## config.mk

```make
export PLATFORM = sky130hd
export DESIGN_NAME = l1_arbiter_flat
export DESIGN_NICKNAME = d
export VERILOG_FILES = /design/src/logic/tile_data_pkg.sv /design/src/logic/tile_cfg_pkg.sv /design/src/logic/tile_bus_if.sv /design/src/logic/l1_arbiter.sv /design/src/flat_wrapper.sv
export SDC_FILE = /design/constraint.sdc
export NUM_CORES = 1
export LEC_CHECK = 0
export ABC_CLOCK_PERIOD_IN_PS = 2300
export BUFFER_PORTS_ARGS = -buffer_cell sky130_fd_sc_hd__buf_2
export CORE_AREA = 3 3 121 123
export CTS_CLUSTER_DIAMETER = 50
export CTS_CLUSTER_SIZE = 12
export DETAILED_ROUTE_END_ITERATION = 7
export DIE_AREA = 0 0 124 126
export GPL_TIMING_DRIVEN = 0
export PLACE_DENSITY = 0.49
export SLEW_MARGIN = 10
export SYNTH_ARGS = -nofsm -noshare
export SYNTH_HDL_FRONTEND = slang
export SYNTH_SLANG_ARGS = --single-unit
```

## constraint.sdc

```tcl
create_clock -name clk_i -period 2.3 [get_ports clk_i]
set_clock_uncertainty 0.1 [all_clocks]
set_input_delay 0.23 -clock clk_i [delete_from_list [all_inputs] [get_ports clk_i]]
set_output_delay 0.23 -clock clk_i [all_outputs]
set_load 0.01 [all_outputs]
```

## src/logic/tile_data_pkg.sv

```systemverilog
// ------------------------------------------------------------------
// Tile datapath package
// Word and element widths, and the two views of one data word
// ------------------------------------------------------------------
`default_nettype none

package tile_data_pkg;

  parameter int unsigned DATA_W = 32;         // Data word width
  parameter int unsigned STRB_W = DATA_W / 8; // One enable per byte
  parameter int unsigned ELEM_W = 16;         // Vector element width
  parameter int unsigned ACC_W  = 32;         // Wrapping accumulator width

  // Element pair as seen by the engine, element 0 in the low half
  typedef struct packed {
    logic signed [ELEM_W-1:0] e1;
    logic signed [ELEM_W-1:0] e0;
  } elem_pair_t;

  // Raw word for host and scratchpad, element pair for the engine
  typedef union packed {
    logic [DATA_W-1:0] raw;
    elem_pair_t        elem;
  } vec_word_u;

endpackage

`default_nettype wire

```

## src/logic/tile_cfg_pkg.sv

```systemverilog
// ------------------------------------------------------------------
// Tile configuration package
// Memory map, engine register offsets and AXI4-Lite response codes
// ------------------------------------------------------------------
`default_nettype none

package tile_cfg_pkg;

  parameter int unsigned       ADDR_W   = 32;            // Byte address width
  parameter logic [ADDR_W-1:0] L1_BASE  = 32'h0000_0000; // Scratchpad window base
  parameter logic [ADDR_W-1:0] REG_BASE = 32'h0000_1000; // Engine register window base
  parameter logic [ADDR_W-1:0] REG_SPAN = 32'h0000_0100; // Register window size in bytes
  parameter int unsigned       REG_AW   = $clog2(REG_SPAN / 4); // Word offset width

  // Word offsets inside the register window
  parameter logic [REG_AW-1:0] REG_CTRL   = REG_AW'(0); // W: bit 0 start, R: bit 0 busy
  parameter logic [REG_AW-1:0] REG_SRC_A  = REG_AW'(1); // Vector A byte address
  parameter logic [REG_AW-1:0] REG_SRC_B  = REG_AW'(2); // Vector B byte address
  parameter logic [REG_AW-1:0] REG_DST    = REG_AW'(3); // Result byte address
  parameter logic [REG_AW-1:0] REG_LEN    = REG_AW'(4); // Vector length in words
  parameter logic [REG_AW-1:0] REG_RESULT = REG_AW'(5); // Last sum, read only

  parameter logic [1:0] RESP_OKAY   = 2'b00;
  parameter logic [1:0] RESP_SLVERR = 2'b10;

endpackage

`default_nettype wire
```

## src/logic/tile_bus_if.sv

```systemverilog
// ------------------------------------------------------------------
// Tile bus interfaces
// L1 memory request/grant bus and engine configuration register bus
// ------------------------------------------------------------------
`timescale 1ns/1ns
`default_nettype none

interface mem_bus_if;

  logic                                req;    // Request, held until gnt
  logic                                we;     // Write enable
  logic [tile_cfg_pkg::ADDR_W-1:0]     addr;   // Byte address inside L1
  tile_data_pkg::vec_word_u            wdata;
  logic [tile_data_pkg::STRB_W-1:0]    be;     // Byte enables
  logic                                gnt;    // Transfer when req and gnt
  logic                                rvalid; // One cycle after each transfer
  tile_data_pkg::vec_word_u            rdata;  // Undefined after a write

  modport manager     (output req, we, addr, wdata, be, input  gnt, rvalid, rdata);
  modport subordinate (input  req, we, addr, wdata, be, output gnt, rvalid, rdata);

endinterface


`default_nettype wire

```

## src/logic/l1_arbiter.sv

```systemverilog
// ------------------------------------------------------------------
// L1 arbiter
// Round-robin between host and engine onto the scratchpad bus
// ------------------------------------------------------------------
`timescale 1ns/1ns
`default_nettype none

module l1_arbiter #(
  parameter int unsigned N_BANKS      = 4,
  parameter int unsigned N_WORDS_BANK = 256
) (
  input  logic           clk_i,
  input  logic           rstn_i,
  mem_bus_if.subordinate host_i,
  mem_bus_if.subordinate eng_i,
  mem_bus_if.manager     spm_o
);
  import tile_cfg_pkg::*;

  localparam logic [ADDR_W-3:0] L1_WORDS = (ADDR_W-2)'(N_BANKS * N_WORDS_BANK);

  logic prio_q, last_q, host_win, eng_win, addr_oob;

  assign host_win = host_i.req && (!eng_i.req || !prio_q);             // prio_q set favors engine
  assign eng_win  = eng_i.req && !host_win;

  assign spm_o.req   = host_win || eng_win;
  assign spm_o.we    = eng_win ? eng_i.we    : host_i.we;
  assign spm_o.addr  = eng_win ? eng_i.addr  : host_i.addr;
  assign spm_o.wdata = eng_win ? eng_i.wdata : host_i.wdata;
  assign spm_o.be    = eng_win ? eng_i.be    : host_i.be;

  assign host_i.gnt    = host_win && spm_o.gnt;
  assign eng_i.gnt     = eng_win && spm_o.gnt;
  assign host_i.rvalid = spm_o.rvalid && !last_q;                      // Route by last grant
  assign eng_i.rvalid  = spm_o.rvalid && last_q;
  assign host_i.rdata  = spm_o.rdata;
  assign eng_i.rdata   = spm_o.rdata;

  assign addr_oob = spm_o.req && (spm_o.addr[ADDR_W-1:2] >= L1_WORDS);

  always_ff @(posedge clk_i or negedge rstn_i) begin
    if (!rstn_i) begin
      prio_q <= 1'b0;                                                  // Host first
      last_q <= 1'b0;
    end else if (spm_o.req && spm_o.gnt) begin
      last_q <= eng_win;
      if (host_i.req && eng_i.req) prio_q <= host_win;                 // Alternate on conflict
    end
  end

  // Each granted transfer is answered on exactly one side a cycle later
  a_rsp_onehot: assert property (@(posedge clk_i) disable iff (!rstn_i)
    spm_o.req && spm_o.gnt |=> $onehot({host_i.rvalid, eng_i.rvalid}));
  a_addr_in_l1: assert property (@(posedge clk_i) disable iff (!rstn_i) !addr_oob);

endmodule

`default_nettype wire

```

## src/flat_wrapper.sv

```systemverilog
// flat-port wrapper written by rule: the top's interface ports become plain ports
module l1_arbiter_flat import tile_cfg_pkg::*;
#(
  parameter int unsigned N_BANKS      = 4,
  parameter int unsigned N_WORDS_BANK = 256
)
  (clk_i, rstn_i, host_i_req, host_i_we, host_i_addr, host_i_wdata, host_i_be, host_i_gnt, host_i_rvalid, host_i_rdata, eng_i_req, eng_i_we, eng_i_addr, eng_i_wdata, eng_i_be, eng_i_gnt, eng_i_rvalid, eng_i_rdata, spm_o_req, spm_o_we, spm_o_addr, spm_o_wdata, spm_o_be, spm_o_gnt, spm_o_rvalid, spm_o_rdata);
  mem_bus_if host_i_i ();
  mem_bus_if eng_i_i ();
  mem_bus_if spm_o_i ();
  input  logic clk_i;
  input  logic rstn_i;
  input wire logic [$bits(host_i_i.req)-1:0] host_i_req;
  input wire logic [$bits(host_i_i.we)-1:0] host_i_we;
  input wire logic [$bits(host_i_i.addr)-1:0] host_i_addr;
  input wire logic [$bits(host_i_i.wdata)-1:0] host_i_wdata;
  input wire logic [$bits(host_i_i.be)-1:0] host_i_be;
  output wire logic [$bits(host_i_i.gnt)-1:0] host_i_gnt;
  output wire logic [$bits(host_i_i.rvalid)-1:0] host_i_rvalid;
  output wire logic [$bits(host_i_i.rdata)-1:0] host_i_rdata;
  input wire logic [$bits(eng_i_i.req)-1:0] eng_i_req;
  input wire logic [$bits(eng_i_i.we)-1:0] eng_i_we;
  input wire logic [$bits(eng_i_i.addr)-1:0] eng_i_addr;
  input wire logic [$bits(eng_i_i.wdata)-1:0] eng_i_wdata;
  input wire logic [$bits(eng_i_i.be)-1:0] eng_i_be;
  output wire logic [$bits(eng_i_i.gnt)-1:0] eng_i_gnt;
  output wire logic [$bits(eng_i_i.rvalid)-1:0] eng_i_rvalid;
  output wire logic [$bits(eng_i_i.rdata)-1:0] eng_i_rdata;
  output wire logic [$bits(spm_o_i.req)-1:0] spm_o_req;
  output wire logic [$bits(spm_o_i.we)-1:0] spm_o_we;
  output wire logic [$bits(spm_o_i.addr)-1:0] spm_o_addr;
  output wire logic [$bits(spm_o_i.wdata)-1:0] spm_o_wdata;
  output wire logic [$bits(spm_o_i.be)-1:0] spm_o_be;
  input wire logic [$bits(spm_o_i.gnt)-1:0] spm_o_gnt;
  input wire logic [$bits(spm_o_i.rvalid)-1:0] spm_o_rvalid;
  input wire logic [$bits(spm_o_i.rdata)-1:0] spm_o_rdata;
  assign host_i_i.req = host_i_req;
  assign host_i_i.we = host_i_we;
  assign host_i_i.addr = host_i_addr;
  assign host_i_i.wdata = host_i_wdata;
  assign host_i_i.be = host_i_be;
  assign host_i_gnt = host_i_i.gnt;
  assign host_i_rvalid = host_i_i.rvalid;
  assign host_i_rdata = host_i_i.rdata;
  assign eng_i_i.req = eng_i_req;
  assign eng_i_i.we = eng_i_we;
  assign eng_i_i.addr = eng_i_addr;
  assign eng_i_i.wdata = eng_i_wdata;
  assign eng_i_i.be = eng_i_be;
  assign eng_i_gnt = eng_i_i.gnt;
  assign eng_i_rvalid = eng_i_i.rvalid;
  assign eng_i_rdata = eng_i_i.rdata;
  assign spm_o_req = spm_o_i.req;
  assign spm_o_we = spm_o_i.we;
  assign spm_o_addr = spm_o_i.addr;
  assign spm_o_wdata = spm_o_i.wdata;
  assign spm_o_be = spm_o_i.be;
  assign spm_o_i.gnt = spm_o_gnt;
  assign spm_o_i.rvalid = spm_o_rvalid;
  assign spm_o_i.rdata = spm_o_rdata;
  l1_arbiter #(.N_BANKS(N_BANKS), .N_WORDS_BANK(N_WORDS_BANK)) u_core (.clk_i(clk_i), .rstn_i(rstn_i), .host_i(host_i_i), .eng_i(eng_i_i), .spm_o(spm_o_i));
endmodule
```

==> metrics <==
status completed; Slew @ Worst Pin 431.0 ps; Crit path max-delay family buffers and inverters; busiest grt layer met2; area delta synth->final 117.9%; Total GRT Usage 7.761%; Worst-path clk slew 30 ps; number of global-route vias before repair ~2,000; Detailed Place HPWL ~6.9 mm; Sequential Area 50.05 sq um; fin crit share 93.43%; DRT Pass-1 Iters 3; # rows 43; Post-Syn Area 0.001456 sq mm; layout cells sized above 1 95.45%; Power Dens Cells 408.2 mW/mm^2; Syn Area/Cell 9.396 sq um; #FFs+latches synth 2; PortBufs 281; Critical Path Slowest Stage Cell dfrtp_1; total CTS buffers 3; Pins Over Slew Limit 0; total power 1295 uW; Ports 314; fmax 465.4 MHz; Routed Antenna Nets 0; CP max stage delay 410 ps; WP buf/inv 2; Post-CTS Setup Inserts 0; Die Area 0.01562 sq mm; DRC Markers 0; ys flop type dfrtp_1; met1 track demand over resource ~8.6%; Hold Vio Cnt, Final 0; core area 0.01377 sq mm; min Tclk post-route 2149 ps; top cells by count, synth 66 x buf_4, 63 x mux2_2, 6 x mux2_1; Initial Util 10.57%; crit path capture type output pin; relative slew slack 71.16%; fin nets 618; grt total ovfl 0; drt first-iter violations 24; setup TNS 0 ps; number of gates resized after CTS 0; CTS Hold Bufs 1; initial antenna violation count 0; Yosys top cell area share about half; worst path cell trace o21ai_4 > buf_4 > mux2_2 > buf_2; Max IR drop VDD 0.1958 mV; die height 126 um; CTS sink cnt 2; class of the worst hold path primary input to register; met3 usage 1.302%; latest clock arrival within the worst-skew pair 220 ps; Max-Cap Viols 0; Bufs on Longest Clock Path 2; WL/cell about 12 um; n_diodes 0; vias per cell 3.405; most common cell in the synthesized netlist buf_4; R2R Setup Slk 990 ps; Final setup viols 0; asr flop ratio synth 100.0%; synth unique cells 16; Fillers 1,550; critical-path maximum fanout 10; area leader, netlist mux2_2; synth top area cells mux2_2 49%, buf_4 34%, mux2_1 4.6%; area of the multi-input gates 847.1 sq um; crit path kind register to output pin; Pleak 0.001832 uW; GR Util met2 15.49%; worst endpoint data arrival time 1820 ps; Post-synth EDFFs 0; Post-Synthesis Cells 155; Post-Route WL about 7.4 mm; Root Driver clkbuf_16; largest net degree at the start of global routing 11; startpoint types register; # H-tree levels 1; RSZ-0062 raised after global routing false; TritonCTS clock tree built; die width 124 um; Final GP Congestion approximately 0.74; Mapped Nets 331; Worst Path Required 1970 ps; register area share after synthesis about 3.4%; DR vias 2,111; first-pass GRT wire length 9.625 mm; synth warn 0
layer usage:
metal / vias up / routed length, um
met5: - / 0
met4: 0 / 23
met3: 2 / 1049
met2: 188 / 3695
met1: 878 / 2601
li1: 1043 / -
layout make-up:
class                           count  area share [%]
Sequential cell                     2           1.577
Buffer                             71           17.39
Tap cell                          180           7.098
Inverter                            2          0.2366
Clock buffer                        3           2.366
Multi-Input combinational cell     80           26.70
Timing Repair Buffer              282           44.64
where the power goes:
part	internal, uW	switching (uW)
registers	48.6	16.3
logic	545	428
clock network	221	36.5
total	815	480
final timing paths:
kind,to,cells past startpoint,from
min in group asynchronous,u_core.prio_q,2,rstn_i
worst min-delay path,u_core.last_q,3,spm_o_gnt
worst max register to register,u_core.last_q,3,u_core.prio_q
max in group asynchronous,u_core.last_q,2,rstn_i
worst min register to register,u_core.last_q,2,u_core.last_q
worst max-delay path,spm_o_addr[20],4,u_core.prio_q
worst register-to-register path, cell delays in order, from the launching register on:
cell,delay (ps)
dfrtp_1,410
o21ai_4,380
buf_6,210
o21ai_0,80
placed cells by master (no fill, tap or decap), drive strengths merged:
cell type and n:
and2 1, nand3 1, a21oi 1, nor2b 1, inv 2, dfrtp 2, o21ai 2, nand2 2
mux2 69, xnor2 1, or2 1, clkbuf 3, nor2 1, buf 352, dlygate4sd3 1
cell families (layout without fill, tap and decap cells):
logic type	after synthesis	in the layout	share of synthesized area, %
buf+inv	73	358	38.40
mux	69	69	53.35
simple gates	7	7	2.406
compound gates	3	3	1.804
flops	2	2	3.437
xor+xnor	1	1	0.6015
stage by stage:
stage	area, sq um	setup WS (ps)	instances	hold slack [ps]	util [%]
6_report	3173	151.2	620	215.4	23.04
3_5_place_dp	3088	313.1	616	-83.74	22.42
5_1_grt	3173	24.62	620	243.3	23.04
2_1_floorplan	1456	722.8	155	-165.6	-
3_3_place_gp	3088	325.3	616	-84.10	22.42
4_1_cts	3173	77.27	620	218.7	23.04
registers in the layout, indices dropped and copies added, names as in the netlist:
name and cells:
u_core.last_q 1, u_core.prio_q 1
(Power assumes the default switching activity.)
