### src/logic/tile_data_pkg.sv
// ------------------------------------------------------------------
// Tile datapath package
// Word and element widths, and the two views of one data word
// ------------------------------------------------------------------
`default_nettype none

package tile_data_pkg;

  parameter int unsigned DATA_W = 32;         // Data word width
  parameter int unsigned STRB_W = DATA_W / 8; // One enable per byte
  parameter int unsigned ELEM_W = 16;         // Vector element width
  parameter int unsigned ACC_W  = 32;         // Wrapping accumulator width

  // Element pair as seen by the engine, element 0 in the low half
  typedef struct packed {
    logic signed [ELEM_W-1:0] e1;
    logic signed [ELEM_W-1:0] e0;
  } elem_pair_t;

  // Raw word for host and scratchpad, element pair for the engine
  typedef union packed {
    logic [DATA_W-1:0] raw;
    elem_pair_t        elem;
  } vec_word_u;

endpackage

`default_nettype wire

### src/logic/tile_cfg_pkg.sv
// ------------------------------------------------------------------
// Tile configuration package
// Memory map, engine register offsets and AXI4-Lite response codes
// ------------------------------------------------------------------
`default_nettype none

package tile_cfg_pkg;

  parameter int unsigned       ADDR_W   = 32;            // Byte address width
  parameter logic [ADDR_W-1:0] L1_BASE  = 32'h0000_0000; // Scratchpad window base
  parameter logic [ADDR_W-1:0] REG_BASE = 32'h0000_1000; // Engine register window base
  parameter logic [ADDR_W-1:0] REG_SPAN = 32'h0000_0100; // Register window size in bytes
  parameter int unsigned       REG_AW   = $clog2(REG_SPAN / 4); // Word offset width

  // Word offsets inside the register window
  parameter logic [REG_AW-1:0] REG_CTRL   = REG_AW'(0); // W: bit 0 start, R: bit 0 busy
  parameter logic [REG_AW-1:0] REG_SRC_A  = REG_AW'(1); // Vector A byte address
  parameter logic [REG_AW-1:0] REG_SRC_B  = REG_AW'(2); // Vector B byte address
  parameter logic [REG_AW-1:0] REG_DST    = REG_AW'(3); // Result byte address
  parameter logic [REG_AW-1:0] REG_LEN    = REG_AW'(4); // Vector length in words
  parameter logic [REG_AW-1:0] REG_RESULT = REG_AW'(5); // Last sum, read only

  parameter logic [1:0] RESP_OKAY   = 2'b00;
  parameter logic [1:0] RESP_SLVERR = 2'b10;

endpackage

`default_nettype wire
### src/logic/tile_bus_if.sv
// ------------------------------------------------------------------
// Tile bus interfaces
// L1 memory request/grant bus and engine configuration register bus
// ------------------------------------------------------------------
`timescale 1ns/1ns
`default_nettype none

interface mem_bus_if;

  logic                                req;    // Request, held until gnt
  logic                                we;     // Write enable
  logic [tile_cfg_pkg::ADDR_W-1:0]     addr;   // Byte address inside L1
  tile_data_pkg::vec_word_u            wdata;
  logic [tile_data_pkg::STRB_W-1:0]    be;     // Byte enables
  logic                                gnt;    // Transfer when req and gnt
  logic                                rvalid; // One cycle after each transfer
  tile_data_pkg::vec_word_u            rdata;  // Undefined after a write

  modport manager     (output req, we, addr, wdata, be, input  gnt, rvalid, rdata);
  modport subordinate (input  req, we, addr, wdata, be, output gnt, rvalid, rdata);

endinterface

interface cfg_reg_if;

  logic                              req;   // Always accepted
  logic                              we;
  logic [tile_cfg_pkg::REG_AW-1:0]   addr;  // Word offset inside the window
  logic [tile_data_pkg::DATA_W-1:0]  wdata;
  logic [tile_data_pkg::DATA_W-1:0]  rdata; // Valid one cycle after req

  modport host   (output req, we, addr, wdata, input  rdata);
  modport target (input  req, we, addr, wdata, output rdata);

endinterface

`default_nettype wire

### src/logic/dotp_engine.sv
// ------------------------------------------------------------------
// Dot-product engine
// Config registers and a sequencer that reads two vectors from L1,
// sums the element products and writes the sum back
// ------------------------------------------------------------------
`timescale 1ns/1ns
`default_nettype none

module dotp_engine (
  input  logic      clk_i,
  input  logic      rstn_i,
  cfg_reg_if.target cfg_i,
  mem_bus_if.manager mem_o,
  output logic      busy_o,
  output logic      evt_o
);
  import tile_cfg_pkg::*;
  import tile_data_pkg::*;

  typedef enum logic [2:0] {ST_IDLE, ST_FETCH_A, ST_FETCH_B, ST_ACC, ST_WRITE} state_e;

  state_e                   state_q;
  logic                     pend_q, evt_q, start;
  logic [ADDR_W-1:0]        src_a_q, src_b_q, dst_q, offs;
  logic [DATA_W-1:0]        len_q, idx_q, rdata_q;
  logic [ACC_W-1:0]         acc_q, result_q;
  logic signed [ACC_W-1:0]  prod0, prod1;
  vec_word_u                a_q, b_q;

  // CTRL write while busy is dropped
  assign start = cfg_i.req && cfg_i.we && (cfg_i.addr == REG_CTRL) && cfg_i.wdata[0]
                 && (state_q == ST_IDLE);

  assign offs  = {idx_q[ADDR_W-3:0], 2'b00};                          // Word index to bytes
  assign prod0 = $signed(a_q.elem.e0) * $signed(b_q.elem.e0);
  assign prod1 = $signed(a_q.elem.e1) * $signed(b_q.elem.e1);

  assign mem_o.req       = (state_q inside {ST_FETCH_A, ST_FETCH_B, ST_WRITE}) && !pend_q;
  assign mem_o.we        = (state_q == ST_WRITE);
  assign mem_o.addr      = (state_q == ST_WRITE)   ? dst_q :
                           (state_q == ST_FETCH_B) ? src_b_q + offs : src_a_q + offs;
  assign mem_o.wdata.raw = acc_q;
  assign mem_o.be        = '1;                                         // Full word result

  always_ff @(posedge clk_i or negedge rstn_i) begin
    if (!rstn_i) begin
      state_q  <= ST_IDLE;
      pend_q   <= 1'b0;
      evt_q    <= 1'b0;
      src_a_q  <= '0;
      src_b_q  <= '0;
      dst_q    <= '0;
      len_q    <= '0;
      idx_q    <= '0;
      acc_q    <= '0;
      result_q <= '0;
      rdata_q  <= '0;
    end else begin
      evt_q <= 1'b0;
      if (cfg_i.req && cfg_i.we) begin
        case (cfg_i.addr)
          REG_SRC_A: src_a_q <= cfg_i.wdata;
          REG_SRC_B: src_b_q <= cfg_i.wdata;
          REG_DST:   dst_q   <= cfg_i.wdata;
          REG_LEN:   len_q   <= cfg_i.wdata;
          default: ;                                                   // CTRL, RESULT
        endcase
      end
      if (cfg_i.req && !cfg_i.we) begin
        case (cfg_i.addr)
          REG_CTRL:   rdata_q <= {{(DATA_W-1){1'b0}}, busy_o};
          REG_SRC_A:  rdata_q <= src_a_q;
          REG_SRC_B:  rdata_q <= src_b_q;
          REG_DST:    rdata_q <= dst_q;
          REG_LEN:    rdata_q <= len_q;
          REG_RESULT: rdata_q <= result_q;
          default:    rdata_q <= '0;
        endcase
      end
      case (state_q)
        ST_IDLE: if (start) begin
          acc_q   <= '0;
          idx_q   <= '0;
          state_q <= (len_q == '0) ? ST_WRITE : ST_FETCH_A;            // Empty vector
        end
        ST_FETCH_A, ST_FETCH_B, ST_WRITE: begin
          if (mem_o.req && mem_o.gnt) pend_q <= 1'b1;                  // Wait for rvalid
          if (mem_o.rvalid) begin
            pend_q <= 1'b0;
            if (state_q == ST_FETCH_A) state_q <= ST_FETCH_B;
            else if (state_q == ST_FETCH_B) state_q <= ST_ACC;
            else begin
              result_q <= acc_q;
              evt_q    <= 1'b1;                                        // Done as busy falls
              state_q  <= ST_IDLE;
            end
          end
        end
        ST_ACC: begin
          acc_q   <= acc_q + prod0 + prod1;                            // Wraps at ACC_W
          idx_q   <= idx_q + 1'b1;
          state_q <= (idx_q + 1'b1 == len_q) ? ST_WRITE : ST_FETCH_A;
        end
        default: state_q <= ST_IDLE;
      endcase
    end
  end

  always_ff @(posedge clk_i) begin
    if (mem_o.rvalid && state_q == ST_FETCH_A) a_q <= mem_o.rdata;
    if (mem_o.rvalid && state_q == ST_FETCH_B) b_q <= mem_o.rdata;
  end

  assign cfg_i.rdata = rdata_q;
  assign busy_o      = (state_q != ST_IDLE);
  assign evt_o       = evt_q;

  // Idle engine neither requests nor gets responses routed to it
  a_idle_quiet: assert property (@(posedge clk_i) disable iff (!rstn_i)
    !busy_o |-> !mem_o.req && !mem_o.rvalid);

endmodule

`default_nettype wire

### src/flat_wrapper.sv
// flat-port wrapper written by rule: the top's interface ports become plain ports
module dotp_engine_flat import tile_cfg_pkg::*; import tile_data_pkg::*;
  (clk_i, rstn_i, busy_o, evt_o, cfg_i_req, cfg_i_we, cfg_i_addr, cfg_i_wdata, cfg_i_rdata, mem_o_req, mem_o_we, mem_o_addr, mem_o_wdata, mem_o_be, mem_o_gnt, mem_o_rvalid, mem_o_rdata);
  cfg_reg_if cfg_i_i ();
  mem_bus_if mem_o_i ();
  input  logic clk_i;
  input  logic rstn_i;
  output logic busy_o;
  output logic evt_o;
  input wire logic [$bits(cfg_i_i.req)-1:0] cfg_i_req;
  input wire logic [$bits(cfg_i_i.we)-1:0] cfg_i_we;
  input wire logic [$bits(cfg_i_i.addr)-1:0] cfg_i_addr;
  input wire logic [$bits(cfg_i_i.wdata)-1:0] cfg_i_wdata;
  output wire logic [$bits(cfg_i_i.rdata)-1:0] cfg_i_rdata;
  output wire logic [$bits(mem_o_i.req)-1:0] mem_o_req;
  output wire logic [$bits(mem_o_i.we)-1:0] mem_o_we;
  output wire logic [$bits(mem_o_i.addr)-1:0] mem_o_addr;
  output wire logic [$bits(mem_o_i.wdata)-1:0] mem_o_wdata;
  output wire logic [$bits(mem_o_i.be)-1:0] mem_o_be;
  input wire logic [$bits(mem_o_i.gnt)-1:0] mem_o_gnt;
  input wire logic [$bits(mem_o_i.rvalid)-1:0] mem_o_rvalid;
  input wire logic [$bits(mem_o_i.rdata)-1:0] mem_o_rdata;
  assign cfg_i_i.req = cfg_i_req;
  assign cfg_i_i.we = cfg_i_we;
  assign cfg_i_i.addr = cfg_i_addr;
  assign cfg_i_i.wdata = cfg_i_wdata;
  assign cfg_i_rdata = cfg_i_i.rdata;
  assign mem_o_req = mem_o_i.req;
  assign mem_o_we = mem_o_i.we;
  assign mem_o_addr = mem_o_i.addr;
  assign mem_o_wdata = mem_o_i.wdata;
  assign mem_o_be = mem_o_i.be;
  assign mem_o_i.gnt = mem_o_gnt;
  assign mem_o_i.rvalid = mem_o_rvalid;
  assign mem_o_i.rdata = mem_o_rdata;
  dotp_engine u_core (.clk_i(clk_i), .rstn_i(rstn_i), .cfg_i(cfg_i_i), .mem_o(mem_o_i), .busy_o(busy_o), .evt_o(evt_o));
endmodule
### config.mk
export PLATFORM = sky130hd
export DESIGN_NAME = dotp_engine_flat
export DESIGN_NICKNAME = d
export VERILOG_FILES = /design/src/logic/tile_data_pkg.sv /design/src/logic/tile_cfg_pkg.sv /design/src/logic/tile_bus_if.sv /design/src/logic/dotp_engine.sv /design/src/flat_wrapper.sv
export SDC_FILE = /design/constraint.sdc
export NUM_CORES = 2
export LEC_CHECK = 0
export ABC_CLOCK_PERIOD_IN_PS = 9700
export BUFFER_PORTS_ARGS = -buffer_cell sky130_fd_sc_hd__buf_2
export CORE_MARGIN = 4
export CORE_UTILIZATION = 50
export CTS_CLUSTER_DIAMETER = 120
export DETAILED_ROUTE_END_ITERATION = 10
export GPL_ROUTABILITY_DRIVEN = 0
export PLACE_DENSITY = 0.63
export SYNTH_ARGS = -nofsm -noshare
export SYNTH_HDL_FRONTEND = slang
export SYNTH_SLANG_ARGS = --single-unit
### constraint.sdc
create_clock -name clk_i -period 9.7 [get_ports clk_i]
set_input_delay 0 -clock clk_i [delete_from_list [all_inputs] [get_ports clk_i]]
set_output_delay 0 -clock clk_i [all_outputs]
set_load 0.02 [all_outputs]
==> reports/metrics.csv <==
stage,metric,value,unit
cts,tritoncts,done,
timing,setup_viol,0,
timing,timing.fmax,126,MHz
logic_synthesis,synth_common_cells,"inv_1 (704), fa_1 (623), nand2_1 (383), dfrtp_1 (261), and2_1 (228)",
final_layout,utilization,56.0,%
worst_setup_path,crit_arrival,8430,ps
logic_synthesis,netlist_instances,3628,
final_layout,seq_area,8450,µm²
placed_design,dp_hpwl,74800,µm
worst_setup_path,cp_slowest_cell,edfxtp_1,
worst_setup_path,r2r_start,u_core.b_q[17],
timing,period_share,81.6,%
floorplanning,num_io_pins,180,
final_layout,syn2layout_area_growth,10.7,%
floorplanning,die-width,280,µm
floorplanning,core_area,73300,µm²
global_route,antenna_found_initial,1,
drt,drt_wl_total,94800,µm
drt,post_drt_via_cell_ratio,5.48,
drt,antenna_left,0,
logic_synthesis,yosysWarningCount,0,
final_layout,multi_input_area,25400,µm²
flow_run,maxCapViolCount,0,
drt,drt-wirelength-per-cell,19.8,µm
placed_design,numPortBuffers,175,
global_route,grt-ovfl-total,0,
timing,final.setup.tns,0,ps
status,status,completed,
cts,h-tree-depth,2,
logic_synthesis,syn_area,37100,µm²
timing,finClkSkew,25.3,ps
logic_synthesis,yosys-top-cells-area,"fa_1 (34%), dfrtp_1 (18%), inv_1 (7.1%)",
logic_synthesis,async_flop_share,80.3,%
cts,cts_buffers,42,
worst_setup_path,start_kind,flip-flop,
final_layout,fin_area,41100,µm²
cts,clock_sinks,325,
floorplanning,die-area,78700,µm²
worst_setup_path,crit_cells,24,
worst_setup_path,cp_common_cell,fa_1,
logic_synthesis,yosysTopAreaCell,fa_1,
worst_setup_path,path_class,flip-flop to flip-flop,
cts,clk_pin_slew,60,ps
final_layout,num_antenna_cells,0,
logic_synthesis,post-synth-top-area-fraction,33.6,%
drt,drc,0,
worst_setup_path,end_kind,flip-flop,
hold_path,hp-class,input pin to async pin,
worst_setup_path,worst-path-buf-inv,6,
global_route,grt_max_degree,148,
logic_synthesis,ys_types,84,
logic_synthesis,yosysSeqAreaShare,22.8,%
worst_setup_path,ff2ff_setup_slack,1790,ps
global_route,grt_first_pass_wirelength,154000,µm
timing,timing.hold.ws,41.7,ps
timing,post-route-min-period,7910,ps
timing,hold_violations,0,
logic_synthesis,synth-seq-cells,325,
worst_setup_path,required,10220,ps
global_route,gr-usage-all-layers,25.1,%
floorplanning,die_h,280,µm
drt,drtPass1Iterations,5,
drt,num_vias,26200,
cts,cts_buffer_depth,3,
cts,clock_latency,600,ps
worst_setup_path,crit_path_max_incr_delay,650,ps
global_route,grt_pass1_vias,27200,
final_layout,nFillCells,6568,
floorplanning,initial_core_util,50.6,%
worst_setup_path,crit_fanout,16,
worst_setup_path,crit_start,u_core.b_q[17],
timing,worst_pin_slew,1160,ps
timing,slew_headroom,21.6,%
worst_setup_path,crit_end,u_core.mem_o.wdata[31],
floorplanning,row_count,99,
drt,drtIter0Drc,1875,
final_layout,final_layout_size_suffix_gt1_share,13.2,%
timing,slew_viol_final,0,
cts,root_buffer,clkbuf_16,
logic_synthesis,yosys.cell_count.top_type,inv_1,
logic_synthesis,syn_area_per_cell,10.2,µm²
logic_synthesis,synthFlopType,dfrtp_1,
worst_setup_path,worst-r2r-cell-count,24,
final_layout,fin_nets,4658,
worst_setup_path,reg2reg_to,u_core.mem_o.wdata[31],
cts,cts_resized,0,
worst_setup_path,crit_family,adder cells,
worst_setup_path,path_cells,and2_1 -> inv_1 -> fa_1 -> fa_1 -> inv_1 -> fa_1 -> inv_1 -> fa_1 -> inv_1 -> fa_1 -> fa_1 -> fa_1 -> inv_1 -> fa_1 -> inv_1 -> ha_1 -> nand3_1 -> nor2_1 -> o211a_1 -> o211ai_1 -> o211ai_1 -> nand4_1 -> mux2_2 -> o21ai_0,
logic_synthesis,synth_edf_count,64,
timing,grt_setup_unrepaired,no,
placed_design,placed_cell_area,38800,µm²
registers in the layout, indices dropped and copies added, names as in the netlist:
name / count
u_core.src_b_q: 32
u_core.pend_q: 1
u_core.state_q: 3
u_core.len_q: 32
u_core.b_q: 32
u_core.idx_q: 32
u_core.result_q: 32
u_core.src_a_q: 32
u_core.a_q: 32
u_core.dst_q: 32
u_core.cfg_i.rdata: 32
u_core.mem_o.wdata: 32
u_core.evt_o: 1
layout make-up:
class | instances | share of cell area, %
Clock inverter | 27 | 0.950
Clock buffer | 51 | 2.84
Multi-Input combinational cell | 2445 | 61.9
Tap cell | 959 | 2.92
Inverter | 706 | 6.45
Sequential cell | 325 | 20.6
Timing Repair Buffer | 273 | 4.41
worst register-to-register path: stages, from the launching register on:
cell and delay (ps):
edfxtp_1 650, and2_1 300, inv_1 570, fa_1 570, fa_1 550, inv_1 50
fa_1 470, inv_1 50, fa_1 520, inv_1 50, fa_1 480, fa_1 500
fa_1 490, inv_1 50, fa_1 470, inv_1 40, ha_1 340, nand3_1 140
nor2_1 130, o211a_1 190, o211ai_1 200, o211ai_1 460, nand4_1 160, mux2_2 290
o21ai_0 130
metal layers:
layer	up-vias	part of all wire (%)	track usage, %
met5	-	0	0
met4	0	2.9	7.11
met1	13600	43	35.0
met3	141	5.7	3.94
met2	694	49	41.2
li1	11800	-	-
cells by family (layout without fill, tap and decap cells):
family	count (synthesis)	in the layout	share of synthesized area (%)
XOR/XNOR	113	113	2.67
buffers and inverters	861	1057	8.94
adder cells (fa/ha/maj)	789	789	39.2
AO/OA/AOI/OAI	423	423	7.65
multiplexers	226	226	6.74
AND/OR/NAND/NOR	890	890	12.0
other	1	4	0.0101
flip-flops	325	325	22.8
cell usage in the layout, fill, tap and decap left out, types with 15 or more instances in the layout:
cell type	Yosys	routed
a22o_1	37	37
buf_2	9	174
nor2_1	94	91
xor2_1	42	42
clkbuf_16	0	44
nor3_1	19	17
a221o_1	33	33
and2_1	228	226
nand3_1	32	32
o21ai_0	139	139
xnor2_1	71	71
dfrtp_1	261	261
a21oi_1	72	70
edfxtp_1	64	64
inv_1	704	704
nand2b_1	21	21
mux2_2	191	191
ha_1	166	166
nor4_1	17	17
o31ai_1	23	23
fa_1	623	623
nand4_1	15	15
a21o_1	31	31
mux2i_1	35	35
nand2_1	383	383
buf_4	7	26
dlygate4sd3_1	0	71
per-stage QoR:
| stage | cells | setup slack [ps] |
|---|---|---|
| floorplan | 3631 | 2300 |
| global placement | 4637 | 1940 |
| detailed placement | 4637 | 1870 |
| CTS | 4786 | 1840 |
| global route | 4786 | 1370 |
| finish | 4786 | 1790 |
worst min path at each step:
stage | from | endpoint | slack, ps | cells past startpoint
6_report | rstn_i | u_core.cfg_i.rdata[28] | 40 | 2
2_1_floorplan | rstn_i | u_core.cfg_i.rdata[0] | -300 | 0
3_3_place_gp | rstn_i | u_core.cfg_i.rdata[28] | 140 | 1
3_5_place_dp | rstn_i | u_core.cfg_i.rdata[28] | 130 | 1
5_1_grt | mem_o_rdata[13] | u_core.a_q[13] | 110 | 2
4_1_cts | rstn_i | u_core.cfg_i.rdata[28] | 90 | 2
what timing repair did:
item / in CTS / in global routing
hold buffers: 71 / 0
setup buffers: 0 / 0
hold endpoints to repair: 311 / 0
Power is not shown: default switching activity piles up to over one toggle a cycle in this logic, so the estimate is an artifact.
