`config.mk`:
```
export PLATFORM = sky130hd
export DESIGN_NAME = axil_host_port_flat
export DESIGN_NICKNAME = d
export VERILOG_FILES = /design/src/logic/tile_data_pkg.sv /design/src/logic/tile_cfg_pkg.sv /design/src/logic/tile_bus_if.sv /design/src/logic/axil_host_port.sv /design/src/flat_wrapper.sv
export SDC_FILE = /design/constraint.sdc
export NUM_CORES = 1
export LEC_CHECK = 0
export ABC_AREA = 1
export ABC_CLOCK_PERIOD_IN_PS = 7600
export BUFFER_PORTS_ARGS = -buffer_cell sky130_fd_sc_hd__buf_2
export CAP_MARGIN = 20
export CORE_AREA = 2 2 125 127
export CTS_CLUSTER_SIZE = 40
export DETAILED_ROUTE_END_ITERATION = 10
export DIE_AREA = 0 0 127 129
export HOLD_SLACK_MARGIN = 0.08
export MAX_ROUTING_LAYER = met4
export PLACE_DENSITY = 0.7
export SYNTH_ARGS = -nofsm -noshare
export SYNTH_HDL_FRONTEND = slang
export SYNTH_SLANG_ARGS = --single-unit
```
`constraint.sdc`:
```
create_clock -name clk_i -period 7.6 [get_ports clk_i]
set_clock_uncertainty 0.05 [all_clocks]
set_input_delay 1.14 -clock clk_i [delete_from_list [all_inputs] [get_ports clk_i]]
set_output_delay 1.14 -clock clk_i [all_outputs]
set_load 0.005 [all_outputs]
```
`src/logic/tile_data_pkg.sv`:
```
// ------------------------------------------------------------------
// Tile datapath package
// Word and element widths, and the two views of one data word
// ------------------------------------------------------------------
`default_nettype none

package tile_data_pkg;

  parameter int unsigned DATA_W = 32;         // Data word width
  parameter int unsigned STRB_W = DATA_W / 8; // One enable per byte
  parameter int unsigned ELEM_W = 16;         // Vector element width
  parameter int unsigned ACC_W  = 32;         // Wrapping accumulator width

  // Element pair as seen by the engine, element 0 in the low half
  typedef struct packed {
    logic signed [ELEM_W-1:0] e1;
    logic signed [ELEM_W-1:0] e0;
  } elem_pair_t;

  // Raw word for host and scratchpad, element pair for the engine
  typedef union packed {
    logic [DATA_W-1:0] raw;
    elem_pair_t        elem;
  } vec_word_u;

endpackage

`default_nettype wire

```
`src/logic/tile_cfg_pkg.sv`:
```
// ------------------------------------------------------------------
// Tile configuration package
// Memory map, engine register offsets and AXI4-Lite response codes
// ------------------------------------------------------------------
`default_nettype none

package tile_cfg_pkg;

  parameter int unsigned       ADDR_W   = 32;            // Byte address width
  parameter logic [ADDR_W-1:0] L1_BASE  = 32'h0000_0000; // Scratchpad window base
  parameter logic [ADDR_W-1:0] REG_BASE = 32'h0000_1000; // Engine register window base
  parameter logic [ADDR_W-1:0] REG_SPAN = 32'h0000_0100; // Register window size in bytes
  parameter int unsigned       REG_AW   = $clog2(REG_SPAN / 4); // Word offset width

  // Word offsets inside the register window
  parameter logic [REG_AW-1:0] REG_CTRL   = REG_AW'(0); // W: bit 0 start, R: bit 0 busy
  parameter logic [REG_AW-1:0] REG_SRC_A  = REG_AW'(1); // Vector A byte address
  parameter logic [REG_AW-1:0] REG_SRC_B  = REG_AW'(2); // Vector B byte address
  parameter logic [REG_AW-1:0] REG_DST    = REG_AW'(3); // Result byte address
  parameter logic [REG_AW-1:0] REG_LEN    = REG_AW'(4); // Vector length in words
  parameter logic [REG_AW-1:0] REG_RESULT = REG_AW'(5); // Last sum, read only

  parameter logic [1:0] RESP_OKAY   = 2'b00;
  parameter logic [1:0] RESP_SLVERR = 2'b10;

endpackage

`default_nettype wire
```
`src/logic/tile_bus_if.sv`:
```
// ------------------------------------------------------------------
// Tile bus interfaces
// L1 memory request/grant bus and engine configuration register bus
// ------------------------------------------------------------------
`timescale 1ns/1ns
`default_nettype none

interface mem_bus_if;

  logic                                req;    // Request, held until gnt
  logic                                we;     // Write enable
  logic [tile_cfg_pkg::ADDR_W-1:0]     addr;   // Byte address inside L1
  tile_data_pkg::vec_word_u            wdata;
  logic [tile_data_pkg::STRB_W-1:0]    be;     // Byte enables
  logic                                gnt;    // Transfer when req and gnt
  logic                                rvalid; // One cycle after each transfer
  tile_data_pkg::vec_word_u            rdata;  // Undefined after a write

  modport manager     (output req, we, addr, wdata, be, input  gnt, rvalid, rdata);
  modport subordinate (input  req, we, addr, wdata, be, output gnt, rvalid, rdata);

endinterface

interface cfg_reg_if;

  logic                              req;   // Always accepted
  logic                              we;
  logic [tile_cfg_pkg::REG_AW-1:0]   addr;  // Word offset inside the window
  logic [tile_data_pkg::DATA_W-1:0]  wdata;
  logic [tile_data_pkg::DATA_W-1:0]  rdata; // Valid one cycle after req

  modport host   (output req, we, addr, wdata, input  rdata);
  modport target (input  req, we, addr, wdata, output rdata);

endinterface

`default_nettype wire

```
`src/logic/axil_host_port.sv`:
```
// ------------------------------------------------------------------
// AXI4-Lite host port
// Takes one transaction at a time and decodes it to L1, the engine
// registers or an unmapped region that answers SLVERR
// ------------------------------------------------------------------
`timescale 1ns/1ns
`default_nettype none

module axil_host_port #(
  parameter int unsigned N_BANKS      = 4,
  parameter int unsigned N_WORDS_BANK = 256
) (
  input  logic                             clk_i,
  input  logic                             rstn_i,
  input  logic                             s_awvalid_i,
  output logic                             s_awready_o,
  input  logic [tile_cfg_pkg::ADDR_W-1:0]  s_awaddr_i,
  input  logic                             s_wvalid_i,
  output logic                             s_wready_o,
  input  logic [tile_data_pkg::DATA_W-1:0] s_wdata_i,
  input  logic [tile_data_pkg::STRB_W-1:0] s_wstrb_i,
  output logic                             s_bvalid_o,
  input  logic                             s_bready_i,
  output logic [1:0]                       s_bresp_o,
  input  logic                             s_arvalid_i,
  output logic                             s_arready_o,
  input  logic [tile_cfg_pkg::ADDR_W-1:0]  s_araddr_i,
  output logic                             s_rvalid_o,
  input  logic                             s_rready_i,
  output logic [tile_data_pkg::DATA_W-1:0] s_rdata_o,
  output logic [1:0]                       s_rresp_o,
  mem_bus_if.manager                       mem_o,
  cfg_reg_if.host                          cfg_o
);
  import tile_cfg_pkg::*;
  import tile_data_pkg::*;

  localparam logic [ADDR_W-1:0] L1_BYTES = ADDR_W'(N_BANKS * N_WORDS_BANK * STRB_W);

  typedef enum logic [2:0] {ST_IDLE, ST_MEM, ST_MWAIT, ST_WAIT, ST_RESP} state_e;

  state_e            state_q;
  logic              ar_hs, aw_hs;
  logic [ADDR_W-1:0] acc_addr;
  logic              in_l1, in_reg;
  logic              we_q, err_q, bvalid_q, rvalid_q;
  logic [1:0]        resp_q;
  logic [ADDR_W-1:0] addr_q;
  logic [DATA_W-1:0] wdata_q, rdata_q;
  logic [STRB_W-1:0] strb_q;

  assign s_arready_o = (state_q == ST_IDLE) && s_arvalid_i;            // Read wins
  assign s_awready_o = (state_q == ST_IDLE) && !s_arvalid_i && s_awvalid_i && s_wvalid_i;
  assign s_wready_o  = s_awready_o;                                    // AW and W together
  assign ar_hs       = s_arvalid_i && s_arready_o;
  assign aw_hs       = s_awvalid_i && s_awready_o;

  assign acc_addr = ar_hs ? s_araddr_i : s_awaddr_i;
  assign in_l1    = (acc_addr >= L1_BASE) && (acc_addr - L1_BASE < L1_BYTES);
  assign in_reg   = (acc_addr >= REG_BASE) && (acc_addr - REG_BASE < REG_SPAN);

  // Register access issued in the accept cycle, data back one cycle later
  assign cfg_o.req   = (ar_hs || aw_hs) && in_reg;
  assign cfg_o.we    = aw_hs;
  assign cfg_o.addr  = acc_addr[2 +: REG_AW];                          // Word offset
  assign cfg_o.wdata = s_wdata_i;

  assign mem_o.req       = (state_q == ST_MEM);                        // Held until gnt
  assign mem_o.we        = we_q;
  assign mem_o.addr      = addr_q - L1_BASE;                           // Offset into L1
  assign mem_o.wdata.raw = wdata_q;
  assign mem_o.be        = strb_q;

  always_ff @(posedge clk_i or negedge rstn_i) begin
    if (!rstn_i) begin
      state_q  <= ST_IDLE;
      we_q     <= 1'b0;
      err_q    <= 1'b0;
      bvalid_q <= 1'b0;
      rvalid_q <= 1'b0;
      resp_q   <= RESP_OKAY;
    end else begin
      case (state_q)
        ST_IDLE: if (ar_hs || aw_hs) begin
          we_q    <= aw_hs;
          err_q   <= !in_l1 && !in_reg;                                // Unmapped
          state_q <= in_l1 ? ST_MEM : ST_WAIT;
        end
        ST_MEM: if (mem_o.gnt) state_q <= ST_MWAIT;
        ST_MWAIT, ST_WAIT: if (state_q == ST_WAIT || mem_o.rvalid) begin
          resp_q   <= err_q ? RESP_SLVERR : RESP_OKAY;
          bvalid_q <= we_q;
          rvalid_q <= !we_q;
          state_q  <= ST_RESP;
        end
        ST_RESP: if ((bvalid_q && s_bready_i) || (rvalid_q && s_rready_i)) begin
          bvalid_q <= 1'b0;
          rvalid_q <= 1'b0;
          state_q  <= ST_IDLE;                                         // Next address now
        end
        default: state_q <= ST_IDLE;
      endcase
    end
  end

  always_ff @(posedge clk_i) begin
    if (ar_hs || aw_hs) begin
      addr_q  <= acc_addr;
      wdata_q <= s_wdata_i;
      strb_q  <= s_wstrb_i;
    end
    if (state_q == ST_WAIT) rdata_q <= err_q ? '0 : cfg_o.rdata;       // Zero on error
    else if (state_q == ST_MWAIT && mem_o.rvalid) rdata_q <= mem_o.rdata.raw;
  end

  assign s_bvalid_o = bvalid_q;
  assign s_bresp_o  = resp_q;
  assign s_rvalid_o = rvalid_q;
  assign s_rresp_o  = resp_q;
  assign s_rdata_o  = rdata_q;

  // A held response keeps its payload until the manager takes it
  a_b_hold: assert property (@(posedge clk_i) disable iff (!rstn_i)
    s_bvalid_o && !s_bready_i |=> s_bvalid_o && $stable(s_bresp_o));
  a_r_hold: assert property (@(posedge clk_i) disable iff (!rstn_i)
    s_rvalid_o && !s_rready_i |=> s_rvalid_o && $stable(s_rresp_o) && $stable(s_rdata_o));

endmodule

`default_nettype wire

```
`src/flat_wrapper.sv`:
```
// flat-port wrapper written by rule: the top's interface ports become plain ports
module axil_host_port_flat import tile_cfg_pkg::*; import tile_data_pkg::*;
#(
  parameter int unsigned N_BANKS      = 4,
  parameter int unsigned N_WORDS_BANK = 256
)
  (clk_i, rstn_i, s_awvalid_i, s_awready_o, s_awaddr_i, s_wvalid_i, s_wready_o, s_wdata_i, s_wstrb_i, s_bvalid_o, s_bready_i, s_bresp_o, s_arvalid_i, s_arready_o, s_araddr_i, s_rvalid_o, s_rready_i, s_rdata_o, s_rresp_o, mem_o_req, mem_o_we, mem_o_addr, mem_o_wdata, mem_o_be, mem_o_gnt, mem_o_rvalid, mem_o_rdata, cfg_o_req, cfg_o_we, cfg_o_addr, cfg_o_wdata, cfg_o_rdata);
  mem_bus_if mem_o_i ();
  cfg_reg_if cfg_o_i ();
  input  logic clk_i;
  input  logic rstn_i;
  input  logic s_awvalid_i;
  output logic s_awready_o;
  input  logic [tile_cfg_pkg::ADDR_W-1:0] s_awaddr_i;
  input  logic s_wvalid_i;
  output logic s_wready_o;
  input  logic [tile_data_pkg::DATA_W-1:0] s_wdata_i;
  input  logic [tile_data_pkg::STRB_W-1:0] s_wstrb_i;
  output logic s_bvalid_o;
  input  logic s_bready_i;
  output logic [1:0] s_bresp_o;
  input  logic s_arvalid_i;
  output logic s_arready_o;
  input  logic [tile_cfg_pkg::ADDR_W-1:0] s_araddr_i;
  output logic s_rvalid_o;
  input  logic s_rready_i;
  output logic [tile_data_pkg::DATA_W-1:0] s_rdata_o;
  output logic [1:0] s_rresp_o;
  output wire logic [$bits(mem_o_i.req)-1:0] mem_o_req;
  output wire logic [$bits(mem_o_i.we)-1:0] mem_o_we;
  output wire logic [$bits(mem_o_i.addr)-1:0] mem_o_addr;
  output wire logic [$bits(mem_o_i.wdata)-1:0] mem_o_wdata;
  output wire logic [$bits(mem_o_i.be)-1:0] mem_o_be;
  input wire logic [$bits(mem_o_i.gnt)-1:0] mem_o_gnt;
  input wire logic [$bits(mem_o_i.rvalid)-1:0] mem_o_rvalid;
  input wire logic [$bits(mem_o_i.rdata)-1:0] mem_o_rdata;
  output wire logic [$bits(cfg_o_i.req)-1:0] cfg_o_req;
  output wire logic [$bits(cfg_o_i.we)-1:0] cfg_o_we;
  output wire logic [$bits(cfg_o_i.addr)-1:0] cfg_o_addr;
  output wire logic [$bits(cfg_o_i.wdata)-1:0] cfg_o_wdata;
  input wire logic [$bits(cfg_o_i.rdata)-1:0] cfg_o_rdata;
  assign mem_o_req = mem_o_i.req;
  assign mem_o_we = mem_o_i.we;
  assign mem_o_addr = mem_o_i.addr;
  assign mem_o_wdata = mem_o_i.wdata;
  assign mem_o_be = mem_o_i.be;
  assign mem_o_i.gnt = mem_o_gnt;
  assign mem_o_i.rvalid = mem_o_rvalid;
  assign mem_o_i.rdata = mem_o_rdata;
  assign cfg_o_req = cfg_o_i.req;
  assign cfg_o_we = cfg_o_i.we;
  assign cfg_o_addr = cfg_o_i.addr;
  assign cfg_o_wdata = cfg_o_i.wdata;
  assign cfg_o_i.rdata = cfg_o_rdata;
  axil_host_port #(.N_BANKS(N_BANKS), .N_WORDS_BANK(N_WORDS_BANK)) u_core (.clk_i(clk_i), .rstn_i(rstn_i), .s_awvalid_i(s_awvalid_i), .s_awready_o(s_awready_o), .s_awaddr_i(s_awaddr_i), .s_wvalid_i(s_wvalid_i), .s_wready_o(s_wready_o), .s_wdata_i(s_wdata_i), .s_wstrb_i(s_wstrb_i), .s_bvalid_o(s_bvalid_o), .s_bready_i(s_bready_i), .s_bresp_o(s_bresp_o), .s_arvalid_i(s_arvalid_i), .s_arready_o(s_arready_o), .s_araddr_i(s_araddr_i), .s_rvalid_o(s_rvalid_o), .s_rready_i(s_rready_i), .s_rdata_o(s_rdata_o), .s_rresp_o(s_rresp_o), .mem_o(mem_o_i), .cfg_o(cfg_o_i));
endmodule
```
==> results_dict.tcl, run 1 <==
set metrics [dict create \
    place_congestion 0.893 \
    slew_headroom_pct 31.3 \
    path_cells "buf_2, nand3_4, inv_1, buf_4, nand2_1, and2_1, nand3_1, nor2_1, nand2_1, nor2_1, nand3_1, nor2_1, nand3_1, nor2_1, buf_2" \
    rows 45 \
    grt_usage_pct 20.4 \
    grt_max_degree 69 \
    final.fill_count 1452 \
    fmax_mhz 208 \
    die_x_um 127 \
    dieHeight_um 129 \
    drt_iter0_markers 354 \
    cts_sinks 108 \
    nets 1025 \
    ys_seq_area_share_pct 58.9 \
    min-delay-start "u_core.err_q$_DFFE_PN0P_" \
    critPathMaxFanout 43 \
    yosysUniqueCellTypes 28 \
    crit_path_top_delay_cell "nand3_4" \
    syn_area_per_cell_sq_um 9.35 \
    final-max-slew-violation-count 0 \
    start_util_pct 36.3 \
    wirelength_mm 17.2 \
    io_pins 324 \
    grt_pass1_vias 4442 \
    core-area_sq_um 15000 \
    hpwl_mm 13.1 \
    cts-hold-fix-buffers 0 \
    cts_inserted_buffers 9 \
    whs_ps 465 \
    cts_setup_buffers 0 \
    clk_latency_ps 340 \
    maxCapViolations 0 \
    syn2layout_area_growth_pct 31.7 \
    rrSetupSlack_ps 4170 \
    drc 0 \
    placement.io_buffers 321 \
    grt_pass1_wl_mm 24.4 \
    ys.warnings.count 0 \
    die_area_sq_um 16400 \
    finalHoldViolCount 0 \
    end_kind "output pin" \
    finalSetupTns_ps 0 \
    ys_ff_latch 108 \
    postRouteAntennaNets 0 \
    drive_gt1_share_pct 42.1 \
    grt_overflow 0 \
    rr_worst_depth 6 \
    min_path_cells 2 \
    finalCritPeriodShare_pct 63.2 \
    p_leak_nw 3.52 \
    setup_viol 0 \
    outcome "finished clean" \
    synth_area_sq_um 5440 \
    tightest_slew_ps 1030 \
    start_kind "input pin" \
    vias_per_cell 4.72 \
    rsz0062_at_grt "false" \
    cts_tree "built" \
    setup_slack_ps 2800 \
    r2r_end "u_core.mem_o.wdata[0]$_DFFE_PP_" \
    dr.pass1.iters 5 \
    syn_inst 582 \
    clk_pin_slew_ps 70 \
    cp_data_required_time_ps 6410 \
    hold_path_class "register to register" \
    cp_common_cell "nor2_1" \
    worstPathArrival_ps 3610 \
    ctsResizeCount 0 \
    path_class "input pin to output pin" \
    period_minus_slack_ps 4800 \
    pre_cts_ws_ps 2760 \
    wire_per_inst_um 16.4 \
    vias 4928 \
    min_to "u_core.err_q$_DFFE_PN0P_" \
    cts_root_buffer "clkbuf_16" \
    peakVddDrop_v 0.000142 \
    antenna_found_initial 1 \
    cellPowerDensity_nw_per_um2 322 \
    reg2reg_from "u_core.state_q[2]$_DFFE_PN0P_" \
    cts.htree.levels 3 \
    cts_buffer_depth 2 \
    critical-path-max-stage-delay_ps 510 \
]
## cell usage after synthesis (all sizes together)
cell type  instances  area (sq um)
nand3             56           293
a21boi             1          7.51
nand2            186           716
nor3               1          5.00
a22o               1          8.76
a22oi              1          7.51
xor2               1          8.76
clkinv             1          3.75
nand4             26           163
edfxtp           100          3000
o21ai             40           200
conb               1          3.75
buf               58           403
nor2              41           184
inv               47           176
o32a               1          10.0
and2               2          12.5
dfrtp              8           200
clkbuf            10          37.5
## power breakdown
part           switching (mW)  internal [mW]
clock                   0.220          0.224
combinational           0.609          0.284
sequential             0.0509          0.918
## metal layers
layer,vias to the layer above,share of wire (%),GRT usage (%)
met5,-,0,-
met4,0,2.6,7.95
met3,25,6.7,3.78
met2,217,51,35.0
met1,2239,39,23.8
li1,2447,-,-
## cell usage in the layout, fill, tap and decap left out
cell type  instances
clkinv_4           4
edfxtp_1         100
o21ai_1            1
nor2_2             8
conb_1             2
nor2_4             2
buf_4              5
a22oi_1            1
nand2_2            7
o21ai_0           39
o32a_1             1
buf_2            321
inv_8              1
nor2_1            31
dfrtp_1            8
and2_1             2
inv_1             45
nand3_4            1
a22o_1             1
nor3_1             1
inv_2              2
nand4_1           26
clkbuf_16          9
a21boi_0           1
xor2_1             1
clkinv_1           2
nand2_1          179
nand3_1           55
diode_2            1
## flip-flops by register name (all words and copies together), names as in the netlist
signal / flops
u_core.addr_q: 32
u_core.err_q: 1
u_core.mem_o.be: 4
u_core.mem_o.wdata: 32
u_core.mem_o.we: 1
u_core.s_bresp_o: 1
u_core.s_bvalid_o: 1
u_core.s_rdata_o: 32
u_core.s_rvalid_o: 1
u_core.state_q: 3
## kinds of logic after synthesis
logic type,share of synthesized area (%)
other,0.0689
AND/OR/NAND/NOR,25.2
buffers and inverters,11.4
AO/OA/AOI/OAI,4.30
flip-flops,58.9
XOR/XNOR,0.161
## critical path, delay by kind of cell
family | cells | cell delay (ps)
buffers and inverters | 4 | 1260
AND/OR/NAND/NOR | 11 | 1180
## through the flow
| stage | cell area (sq um) | cells | utilization, % | power (mW) |
|---|---|---|---|---|
| floorplan | 5450 | 583 | - | 1.52 |
| global placement | 6890 | 1029 | 46.0 | 1.87 |
| detailed placement | 6890 | 1029 | 46.0 | 1.88 |
| CTS | 7170 | 1044 | 47.8 | 2.32 |
| global route | 7170 | 1045 | 47.9 | 2.46 |
| finish | 7170 | 1045 | 47.9 | 2.31 |
## layout make-up
type / instances / area [sq um] / area share [%]
sequential: 108 / 3200 / 44.7
inverter: 48 / 180 / 2.51
antenna: 1 / 2.50 / 0.0349
timing repair buffer: 326 / 1640 / 22.9
tap: 188 / 235 / 3.28
clock buffer: 9 / 225 / 3.14
multi-input combinational: 359 / 1630 / 22.7
clock inverter: 6 / 50.0 / 0.698
## how the worst max path moves through the flow
stage                     cells after the start         from  slack, ps                               to
after floorplan                              12  s_arvalid_i       3640  u_core.s_bresp_o[1]$_DFFE_PN0P_
after global placement                       15  s_arvalid_i       2870                        cfg_o_req
after detailed placement                     15  s_arvalid_i       2760                        cfg_o_req
after CTS                                    15  s_arvalid_i       2760                        cfg_o_req
after global routing                         15  s_arvalid_i       2540                        cfg_o_req
final                                        15  s_arvalid_i       2800                        cfg_o_req
Note: power is estimated with default switching activity, not from simulation.
==> inputs of run 2 (changes only) <==
Settings changed: ABC_CLOCK_PERIOD_IN_PS 7600 to 4900.
Clock period 7.6 ns to 4.9 ns, I/O delays scaled along.
==> run 2 against run 1 <==
  * Largest power group unchanged
  * Register-to-register slack got worse by 3100 ps
  * Critical path type is now register to output pin
  * Non-clock buffer count increased by 1
  * Sequential cell count unchanged
  * Critical path depth is 1 lower
  * Setup slack got worse by 2200 ps
  * Hold slack got worse by 290 ps
  * Via count up 1.9%
  * Combinational power is 59% higher
  * Cell count up 0.29%
  * Clock-buffer cell count is the same
==> results_dict.tcl, run 2 (synthesis gave the netlist of run 1 again) <==
set metrics [dict create \
    start_util_pct 36.3 \
    final-max-slew-violation-count 0 \
    end_kind "output pin" \
    outcome "finished clean" \
    finalHoldViolCount 0 \
    core-area_sq_um 15000 \
    antenna_found_initial 3 \
    cts.htree.levels 3 \
    rrSetupSlack_ps 1110 \
    vias 5021 \
    fmax_mhz 235 \
    clkPwrFrac_pct 19.0 \
    drive_gt1_share_pct 42.2 \
    cts_tree "built" \
    place_congestion 0.880 \
    power_mw 3.62 \
    placement.io_buffers 321 \
    reg2reg_from "u_core.state_q[2]$_DFFE_PN0P_" \
    critPathMaxFanout 43 \
    dr.pass1.iters 5 \
    postRouteAntennaNets 0 \
    cp_data_required_time_ps 4120 \
    peakVddDrop_v 0.000207 \
    cts-hold-fix-buffers 0 \
    p_leak_nw 3.53 \
    rr_worst_depth 8 \
    power.switching_mw 1.38 \
    cts_setup_buffers 0 \
    finalCritPeriodShare_pct 87.0 \
    r2r_end "u_core.s_rdata_o[2]$_DFFE_PP_" \
    grt_max_degree 62 \
    grt_usage_pct 21.0 \
    cp-startpoint "u_core.state_q[2]$_DFFE_PN0P_" \
    die_area_sq_um 16400 \
    finalSetupTns_ps 0 \
    setup_viol 0 \
    vias_per_cell 4.79 \
    whs_ps 172 \
    cts_root_buffer "clkbuf_16" \
    cts_buffer_depth 2 \
    comb_power_share_pct 39.3 \
    mostFrequentLayoutCells "321 x buf_2, 179 x nand2_1, 100 x edfxtp_1, 55 x nand3_1, 45 x inv_1" \
    die_x_um 127 \
    seqPwrFrac_pct 41.7 \
    grt_pass1_wl_mm 25.3 \
    grt.met1_usage_pct 24.7 \
    slew_headroom_pct 31.2 \
    drt_iter0_markers 433 \
    wirelength_mm 17.5 \
    drc 0 \
    cellPowerDensity_nw_per_um2 502 \
    rows 45 \
    syn2layout_area_growth_pct 32.5 \
    maxCapViolations 0 \
    grt-busiest-layer "met2" \
    nets 1026 \
    io_pins 324 \
    clk_latency_ps 330 \
    wire_per_inst_um 16.7 \
    swShare_pct 38.2 \
    use_met2_pct 35.8 \
    internal-power_mw 2.24 \
    dieHeight_um 129 \
    pre_cts_ws_ps 830 \
    hold_path_class "input pin to async pin" \
    tightest_slew_ps 1030 \
    layout_commonest_cell "buf_2" \
    grt_pass1_vias 4605 \
    ctsResizeCount 0 \
    cts_inserted_buffers 9 \
    setup_slack_ps 639 \
    rsz0062_at_grt "false" \
    hpwl_mm 13.5 \
    worstPathArrival_ps 3480 \
    cts_sinks 108 \
    grt_overflow 0 \
    path_class "register to output pin" \
    period_minus_slack_ps 4260 \
    finish.utilization_pct 48.2 \
    use_met3_pct 4.03 \
    clk_pin_slew_ps 70 \
    start_kind "register" \
]
## run 2: critical path, stage by stage (launching register included)
cell and delay (ps):
dfrtp_1 440, nor2_4 510, nand3_4 560, inv_1 550, nand2_1 90, nand2_1 150, nor2_1 70, nand2_1 70
nor2_1 30, nand3_1 100, nand3_1 90, nor2_1 110, nand3_1 100, nor2_1 100, buf_2 150
## run 2: final cells by class
class,count,area (sq um)
Sequential cell,108,3200
Antenna cell,3,7.51
Fill cell,1477,7760
Multi-Input combinational cell,359,1630
Timing Repair Buffer,327,1680
Clock inverter,6,48.8
Inverter,48,180
Clock buffer,9,225
Tap cell,188,235
## run 2: power by group through the flow
stage / clock [mW] / sequential (mW) / combinational, mW
floorplan: 0 / 1.58 / 0.788
global placement: 0 / 1.52 / 1.40
detailed placement: 0 / 1.53 / 1.41
CTS: 0.700 / 1.51 / 1.42
global route: 0.739 / 1.54 / 1.59
finish: 0.687 / 1.51 / 1.42
## run 2: per-layer routing
| layer | vias to the layer above | share of wire, % |
|---|---|---|
| met5 | - | 0 |
| met4 | 0 | 2.0 |
| met3 | 20 | 5.7 |
| met2 | 210 | 52 |
| met1 | 2345 | 40 |
| li1 | 2446 | - |
## run 2: worst max path at each step
| stage | end | slack, ps |
|---|---|---|
| 2_1_floorplan | u_core.s_bresp_o[1]$_DFFE_PN0P_ | 1350 |
| 3_3_place_gp | cfg_o_req | 880 |
| 3_5_place_dp | cfg_o_req | 830 |
| 4_1_cts | cfg_o_req | 530 |
| 5_1_grt | cfg_o_req | 140 |
| 6_report | cfg_o_req | 640 |
## run 2: through the flow
stage,instance area (sq um),instances
after detailed placement,6900,1029
after global placement,6900,1029
after CTS,7180,1044
after global routing,7210,1048
after floorplan,5450,583
final,7210,1048
